### src/verilog/cache_pkg.sv
// Cache geometry and address layout shared by the data cache blocks
// Word, line and bus tag types, plus the fill order sent to the bus port
`default_nettype none

package cache_pkg;

  // Byte address and data word widths
  localparam int ADDR_W = 32;
  localparam int WORD_W = 64;

  // 64 byte lines, moved as eight 64-bit bus beats
  localparam int OFFSET_W = 6;
  localparam int BEATS = 8;

  // Address is split as tag | index | offset, index width comes from SETS
  typedef logic [ADDR_W-1:0] addr_t;

  // One memory word, also one bus beat
  typedef logic [WORD_W-1:0] word_t;

  // Word 0 of the line sits at the lowest address
  typedef logic [BEATS-1:0][WORD_W-1:0] line_t;

  // Tags carried on bus_reqtag and bus_resptag
  typedef enum logic [1:0] {
    MEM_NONE  = 2'd0,
    MEM_READ  = 2'd1,
    MEM_WRITE = 2'd2
  } bus_tag_e;

  // Order from the request controller to the bus port
  // start is a one cycle strobe, the rest is held until the next start
  typedef struct packed {
    logic  start;
    logic  writeback;
    addr_t addr;
    addr_t wb_addr;
    line_t victim_line;
  } fill_cmd_t;

  // Clears the offset bits of a byte address
  function automatic addr_t line_align(addr_t a);
    return {a[ADDR_W-1:OFFSET_W], {OFFSET_W{1'b0}}};
  endfunction

endpackage

`default_nettype wire

### src/verilog/bus_port.sv
// Bus port of the data cache
// Dirty victim write-back burst followed by a line refill burst
`timescale 1ns/1ps
`default_nettype none

module bus_port (
  input  logic                 clk,
  input  logic                 reset,
  input  cache_pkg::fill_cmd_t fill_cmd,
  output logic                 fill_done,
  output cache_pkg::line_t     fill_line,
  output logic                 bus_reqcyc,
  input  logic                 bus_reqack,
  output cache_pkg::word_t     bus_req,
  output cache_pkg::bus_tag_e  bus_reqtag,
  input  logic                 bus_respcyc,
  output logic                 bus_respack,
  input  cache_pkg::word_t     bus_resp,
  input  cache_pkg::bus_tag_e  bus_resptag
);
  import cache_pkg::*;

  localparam int BEAT_W = $clog2(BEATS);

  typedef enum logic [2:0] {
    IDLE,
    WB_REQ,
    WB_DATA,
    WB_ACK,
    RD_REQ,
    RD_DATA,
    DONE
  } state_e;

  state_e            state;
  logic [BEAT_W-1:0] beat;
  logic              read_beat;
  addr_t             rd_addr;
  addr_t             wb_addr;

  // Holds the victim line first, then collects the refill beats
  line_t             line_buf;

  // A read beat is one cycle of bus_respcyc with the read tag
  assign read_beat = (state == RD_DATA) && bus_respcyc && (bus_resptag == MEM_READ);

  always_ff @(posedge clk) begin
    if (!reset) begin
      state       <= IDLE;
      beat        <= '0;
      bus_respack <= 1'b0;
    end else begin
      bus_respack <= 1'b0;
      case (state)
        IDLE: begin
          if (fill_cmd.start) begin
            beat  <= '0;
            state <= fill_cmd.writeback ? WB_REQ : RD_REQ;
          end
        end
        WB_REQ: begin
          if (bus_reqack)
            state <= WB_DATA;
        end
        WB_DATA: begin
          // One word per cycle, no gaps
          beat <= beat + 1'b1;
          if (beat == BEAT_W'(BEATS - 1))
            state <= WB_ACK;
        end
        WB_ACK: begin
          // Memory confirms the burst once
          if (bus_respcyc) begin
            bus_respack <= 1'b1;
            state       <= RD_REQ;
          end
        end
        RD_REQ: begin
          if (bus_reqack)
            state <= RD_DATA;
        end
        RD_DATA: begin
          if (read_beat) begin
            bus_respack <= 1'b1;
            beat        <= beat + 1'b1;
            if (beat == BEAT_W'(BEATS - 1))
              state <= DONE;
          end
        end
        default: state <= IDLE;
      endcase
    end
  end

  // Burst addresses and line buffer
  always_ff @(posedge clk) begin
    if (state == IDLE && fill_cmd.start) begin
      rd_addr  <= fill_cmd.addr;
      wb_addr  <= fill_cmd.wb_addr;
      line_buf <= fill_cmd.victim_line;
    end else if (read_beat) begin
      line_buf[beat] <= bus_resp;
    end
  end

  // Request held until acknowledge, data beats follow with bus_reqcyc low
  always_comb begin
    bus_reqcyc = 1'b0;
    bus_req    = '0;
    bus_reqtag = MEM_NONE;
    case (state)
      WB_REQ: begin
        bus_reqcyc = 1'b1;
        bus_req    = word_t'(wb_addr);
        bus_reqtag = MEM_WRITE;
      end
      WB_DATA: begin
        bus_req    = line_buf[beat];
        bus_reqtag = MEM_WRITE;
      end
      RD_REQ: begin
        bus_reqcyc = 1'b1;
        bus_req    = word_t'(rd_addr);
        bus_reqtag = MEM_READ;
      end
      default: ;
    endcase
  end

  // Full line is in the buffer for the single DONE cycle
  assign fill_done = (state == DONE);
  assign fill_line = line_buf;

endmodule

`default_nettype wire

### config.mk
export PLATFORM = sky130hd
export DESIGN_NAME = bus_port
export DESIGN_NICKNAME = d
export VERILOG_FILES = /design/src/verilog/cache_pkg.sv /design/src/verilog/bus_port.sv
export SDC_FILE = /design/constraint.sdc
export NUM_CORES = 1
export LEC_CHECK = 0
export BUFFER_PORTS_ARGS = -buffer_cell sky130_fd_sc_hd__buf_2
export CAP_MARGIN = 20
export CORE_AREA = 2 2 484 486
export CTS_CLUSTER_SIZE = 40
export DETAILED_ROUTE_END_ITERATION = 6
export DIE_AREA = 0 0 486 488
export SYNTH_ARGS = -nofsm -noshare
export SYNTH_HDL_FRONTEND = slang
export SYNTH_SLANG_ARGS = --single-unit
### constraint.sdc
create_clock -name clk -period 11 [get_ports clk]
set_input_delay 1.65 -clock clk [delete_from_list [all_inputs] [get_ports clk]]
set_output_delay 1.65 -clock clk [all_outputs]
set_load 0.005 [all_outputs]
==> impl_metrics.env, run 1 <==
export IMPL_avgSynthCellArea_sq_um=14.58
export IMPL_setup_violations=0
export IMPL_drive_gt1_frac=0.4904
export IMPL_p_sw_uw=4513
export IMPL_synth_fp_nets=2566
export IMPL_cts_buffer_depth=3
export IMPL_clock_fmax_ghz=0.1583
export IMPL_drv_slew=0
export IMPL_leakage_uw=0.01557
export IMPL_yosysSeqAreaShare=0.6241
export IMPL_clock_skew_ns=0.02934
export IMPL_row_count=177
export IMPL_die_h_um=488
export IMPL_pwr_share_comb=0.354
export IMPL_relSlewSlack=0.01818
export IMPL_grt_overflow=0
export IMPL_path_class="reg -> out"
export IMPL_viasPerCell=4.428
export IMPL_synth_main_ff_cell="edfxtp_1"
export IMPL_irDropWorstVdd_uv=133.5
export IMPL_fin_cells=6228
export IMPL_ys_seq_elements=583
export IMPL_coreArea_sq_um=231900
export IMPL_final_cell_mix="1228 x buf_2, 576 x edfxtp_1, 543 x a22o_1, 82 x mux2i_1, 81 x clkbuf_16"
export IMPL_grt_pass1_vias=26240
export IMPL_cts_htree_levels=3
export IMPL_initial_core_util=0.1205
export IMPL_required_ns=9.35
export IMPL_power_density_nw_per_um2=262.2
export IMPL_gp_congestion=0.9212
export IMPL_die_w_um=486
export IMPL_maxCapViolCount=0
export IMPL_post_synth_top_area_fraction=0.6190
export IMPL_die_area_sq_um=237200
export IMPL_path_clk_slew_ns=0.05
export IMPL_pwr_share_clk=0.263
export IMPL_antenna_found_initial=147
export IMPL_cts_resized_gates=0
export IMPL_cts_hold_fix_buffers=0
export IMPL_synthToLayoutAreaGrowth_pct=44.37
export IMPL_min_path_type="reg -> reg"
export IMPL_hold_viol_final=0
export IMPL_period_minus_slack_ns=6.317
export IMPL_num_vias=27580
export IMPL_yosys_area_top_type="edfxtp_1"
export IMPL_syn_cell_area_sq_um=27940
export IMPL_root_buffer="clkbuf_16"
export IMPL_synthArstFlopShare=0
export IMPL_final_nets=3694
export IMPL_internal_power_uw=6063
export IMPL_placedCellCount=6005
export IMPL_grt_max_degree=89
export IMPL_dr_pass1_iters=5
export IMPL_synth_edff_count=576
export IMPL_cts_tree="built"
export IMPL_seqPwrFrac=0.383
export IMPL_p_total_uw=10580
export IMPL_ant_nets=0
export IMPL_grtUsageTotal=0.2231
export IMPL_io_pins=1229
export IMPL_rsz0062_at_grt="false"
export IMPL_yosys_warnings=0
export IMPL_post_route_drc_count=0
export IMPL_layout_setup_ws_ns=4.683
export IMPL_grt_pass1_wl_um=332600
export IMPL_wl_per_cell_um=44.39
export IMPL_multi_input_area_sq_um=9354
export IMPL_register_area_sq_um=17450
export IMPL_syn_inst=1916
export IMPL_clock_latency_ns=0.73
export IMPL_cts_made_buffers=79
export IMPL_post_cts_setup_buffers=0
export IMPL_drt_total_wl_um=276500
export IMPL_post_place_ws_ns=5.326
export IMPL_tightest_slew_ns=1.473
export IMPL_port_buffers=1228
export IMPL_period_share=0.5743
export IMPL_fin_hold_ws_ns=0.6857
export IMPL_fillers=25520
export IMPL_synth_area_top_cells="edfxtp_1 62%, a22o_1 17%, mux2i_1 2.9%, mux4_2 2.2%, buf_2 1.5%"
export IMPL_drtIter0Drc=3825
export IMPL_start_kind="flop"
export IMPL_dp_final_hpwl_um=222900
export IMPL_final_common_cell="buf_2"
export IMPL_setup_tns_ns=0
export IMPL_synth_distinct_cells=58
export IMPL_status="completed"
export IMPL_critPathArrivalTime_ns=4.67
export IMPL_worst_setup_path_end_kind="output pin"
export IMPL_worst_path_max_fanout=42
export IMPL_cts_sinks=583
export IMPL_swShare=0.4268
-- sequential cells by signal, summed over array words and instances (netlist names) --
signal / count
state: 3
bus_respack: 1
rd_addr: 32
beat: 3
fill_line: 512
wb_addr: 32
-- power by group through the flow --
stage	Sequential [uW]	Clock, uW	Combinational, uW
floorplan	3790	0	1310
global placement	4060	0	3750
detailed placement	4070	0	3760
CTS	4030	2850	3770
global route	4070	2900	3930
finish	4050	2780	3740
-- layer usage --
metal  vias to the layer above  GRT usage  routed length [um]
met1                     14120     0.2654              105300
li1                      10400          -                   -
met4                        54    0.08253               11210
met3                       483     0.1311               43690
met2                      2526     0.3283              115900
met5                         -          0                 360
-- cell families after synthesis --
| group | synth area share |
|---|---|
| buf+inv | 0.04881 |
| simple gates | 0.02136 |
| fa+ha+maj | 0.0008955 |
| compound gates | 0.2445 |
| flops | 0.6241 |
| mux | 0.06041 |
-- synth_stat cells (2+ instances only) --
| library cell | count |
|---|---|
| and3_1 | 4 |
| a221o_1 | 22 |
| a211oi_1 | 5 |
| clkbuf_4 | 2 |
| or3_1 | 3 |
| nor2b_1 | 11 |
| nor3_4 | 2 |
| nand3b_1 | 3 |
| nor2_1 | 24 |
| a22oi_1 | 53 |
| o22a_1 | 15 |
| a21o_1 | 13 |
| mux4_2 | 27 |
| edfxtp_1 | 576 |
| a221oi_1 | 34 |
| a32oi_1 | 2 |
| clkbuf_1 | 46 |
| mux2_2 | 23 |
| nor3_2 | 2 |
| ha_1 | 2 |
| buf_4 | 51 |
| mux2i_1 | 82 |
| inv_1 | 5 |
| o22ai_1 | 28 |
| o21ai_0 | 23 |
| a222oi_1 | 5 |
| o2bb2ai_1 | 10 |
| dfxtp_1 | 7 |
| o221ai_1 | 11 |
| nand2_1 | 34 |
| or2_2 | 2 |
| o31ai_1 | 4 |
| buf_1 | 69 |
| and2_1 | 6 |
| a21oi_1 | 39 |
| a21boi_0 | 3 |
| nor2_2 | 4 |
| buf_2 | 81 |
| nand2b_1 | 7 |
| a22o_1 | 543 |
| o21a_1 | 8 |
| buf_6 | 9 |
-- through the flow --
| stage | util | area, sq um |
|---|---|---|
| finish | 0.1740 | 40340 |
| global route | 0.1736 | 40250 |
| CTS | 0.1731 | 40140 |
| detailed placement | 0.1615 | 37450 |
| global placement | 0.1610 | 37340 |
| floorplan | - | 27940 |
-- worst paths after layout --
check | from | to | slack (ns) | cells after the start
min | beat[2] | beat[2] | 0.69 | 2
min reg2reg | beat[2] | beat[2] | 0.69 | 2
max | beat[1] | bus_req[25] | 4.68 | 7
max reg2reg | beat[1] | fill_line[200] | 5.87 | 6
-- critical path, stage by stage, from the launching register on --
cell      delay [ns]
dfxtp_4         0.97
buf_4           0.57
inv_2           0.38
buf_4           0.39
and3_1          0.21
a211oi_1        0.49
o21ai_0         0.43
buf_2           0.30
-- area by class of cell --
| cell class | instances | share of cell area |
|---|---|---|
| antenna | 75 | 0.004653 |
| clock buffer | 94 | 0.05146 |
| clock inverter | 53 | 0.01532 |
| inverter | 7 | 0.001117 |
| multi-input combinational | 1068 | 0.2319 |
| sequential | 583 | 0.4326 |
| tap | 3043 | 0.09439 |
| timing repair buffer | 1305 | 0.1686 |
(Power assumes the default switching activity.)
==> run 2: changes to the inputs <==
--- a/config.mk
+++ b/config.mk
@@ -7,10 +7,10 @@
 export LEC_CHECK = 0
 export BUFFER_PORTS_ARGS = -buffer_cell sky130_fd_sc_hd__buf_2
 export CAP_MARGIN = 20
-export CORE_AREA = 2 2 484 486
+export CORE_AREA = 2 2 480 482
 export CTS_CLUSTER_SIZE = 40
 export DETAILED_ROUTE_END_ITERATION = 6
-export DIE_AREA = 0 0 486 488
+export DIE_AREA = 0 0 482 484
 export SYNTH_ARGS = -nofsm -noshare
 export SYNTH_HDL_FRONTEND = slang
 export SYNTH_SLANG_ARGS = --single-unit
==> constraint.sdc (replaced) <==
create_clock -name clk -period 6.55 [get_ports clk]
set_input_delay 0.9825 -clock clk [delete_from_list [all_inputs] [get_ports clk]]
set_output_delay 0.9825 -clock clk [all_outputs]
set_load 0.005 [all_outputs]
==> impl_metrics.env, run 2 (synthesis results as in run 1) <==
export IMPL_cts_tree="built"
export IMPL_die_area_sq_um=233300
export IMPL_die_h_um=484
export IMPL_clock_skew_ns=0.04141
export IMPL_power_density_nw_per_um2=439.1
export IMPL_wl_per_cell_um=43.91
export IMPL_row_count=176
export IMPL_post_cts_setup_buffers=0
export IMPL_antenna_found_initial=125
export IMPL_grt_pass1_vias=25910
export IMPL_seqPwrFrac=0.386
export IMPL_required_ns=5.57
export IMPL_period_share=0.8121
export IMPL_start_kind="flop"
export IMPL_io_pins=1229
export IMPL_clock_fmax_ghz=0.1880
export IMPL_fin_hold_ws_ns=0.4657
export IMPL_largest_register_ffs=512
export IMPL_cts_htree_levels=3
export IMPL_final_cell_mix="1228 x buf_2, 576 x edfxtp_1, 543 x a22o_1, 79 x mux2i_1, 77 x clkbuf_16"
export IMPL_rsz0062_at_grt="false"
export IMPL_gp_congestion=0.9735
export IMPL_grt_overflow=0
export IMPL_setup_tns_ns=0
export IMPL_cts_hold_fix_buffers=0
export IMPL_pwr_share_clk=0.249
export IMPL_cts_resized_gates=0
export IMPL_initial_core_util=0.1222
export IMPL_die_w_um=482
export IMPL_swShare=0.4339
export IMPL_grtUsageTotal=0.2234
export IMPL_leakage_uw=0.01551
export IMPL_min_path_type="in -> reg"
export IMPL_final_nets=3692
export IMPL_port_buffers=1228
export IMPL_grt_max_degree=149
export IMPL_worst_setup_path_end_kind="output pin"
export IMPL_num_vias=26980
export IMPL_drv_slew=0
export IMPL_status="completed"
export IMPL_cts_buffer_depth=3
export IMPL_hold_viol_final=0
export IMPL_final_common_cell="buf_2"
export IMPL_dr_pass1_iters=6
export IMPL_setup_violations=0
export IMPL_pwr_share_comb=0.365
export IMPL_maxCapViolCount=0
export IMPL_cts_sinks=583
export IMPL_ant_nets=0
export IMPL_clock_latency_ns=0.72
export IMPL_synthToLayoutAreaGrowth_pct=44.27
export IMPL_drt_total_wl_um=273600
export IMPL_tightest_slew_ns=1.447
export IMPL_drive_gt1_frac=0.4902
export IMPL_drtIter0Drc=3404
export IMPL_path_class="reg -> out"
export IMPL_grt_pass1_wl_um=326700
export IMPL_post_route_drc_count=0
export IMPL_viasPerCell=4.331
export IMPL_path_clk_slew_ns=0.06
export IMPL_relSlewSlack=0.03531
export IMPL_fillers=25320
export IMPL_coreArea_sq_um=228600
export IMPL_worst_path_max_fanout=24
export IMPL_critPathArrivalTime_ns=4.34
export IMPL_dp_final_hpwl_um=224900
export IMPL_p_sw_uw=7680
export IMPL_internal_power_uw=10020
export IMPL_cts_made_buffers=76
export IMPL_irDropWorstVdd_uv=249.8
export IMPL_period_minus_slack_ns=5.320
export IMPL_root_buffer="clkbuf_16"
[run 2: cell count changes in the layout (fill, tap and decap cells not counted), sizes merged]
| cell | change |
|---|---|
| diode | +24 |
| clkbuf | -5 |
| clkinv | +4 |
| inv | -3 |
| bufinv | -2 |
| buf | +1 |
[run 2: final cells by class]
class                      instances  area [sq um]  area share
inverter                           7         45.04    0.001117
tap                             3026          3786     0.09393
clock inverter                    52         566.8     0.01406
timing repair buffer            1306          6894      0.1710
sequential                       583         17450      0.4328
clock buffer                      89          1972     0.04892
antenna                           99         247.7    0.006146
multi-input combinational       1068          9350      0.2320
[run 2: path summary, 6_finish.rpt]
path                                    start              to  slack, ns  depth (start not counted)
worst min register to register       state[0]        state[0]       0.79                          2
worst max-delay path                  beat[0]     bus_req[25]       1.23                          6
worst min-delay path            fill_cmd[558]     rd_addr[14]       0.47                          1
worst max register to register       state[1]  fill_line[405]       2.56                          5
[run 2: worst max-delay path: stages (launching register included)]
cell	delay (ns)
dfxtp_4	0.69
buf_4	0.51
nor2b_4	0.80
o2bb2ai_1	0.25
a211oi_1	0.22
o21ai_0	0.86
buf_2	0.27
[run 2: power by group through the flow]
stage	logic (uW)	registers (uW)	clock network, uW
after global routing	6810	6860	4590
after global placement	6480	6880	0
after floorplan	2190	6360	0
after CTS	6510	6810	4480
final	6470	6830	4400
after detailed placement	6500	6880	0
[run 2: stage by stage]
step	setup WS, ns	power, uW	std cells	util	area, sq um
detailed placement	1.758	13380	5985	0.1639	37460
global placement	1.708	13360	5981	0.1636	37390
floorplan	-0.2298	8552	1916	-	27940
global route	1.127	18260	6202	0.1760	40240
finish	1.230	17700	6230	0.1764	40310
CTS	0.9993	17800	6126	0.1750	40000
[run 2: metal layers]
metal	share of wire	wire (um)	global-route usage
met5	0.00073	201	0
met4	0.040	11020	0.08125
met3	0.15	42170	0.1309
met2	0.42	115000	0.3291
met1	0.38	105100	0.2657
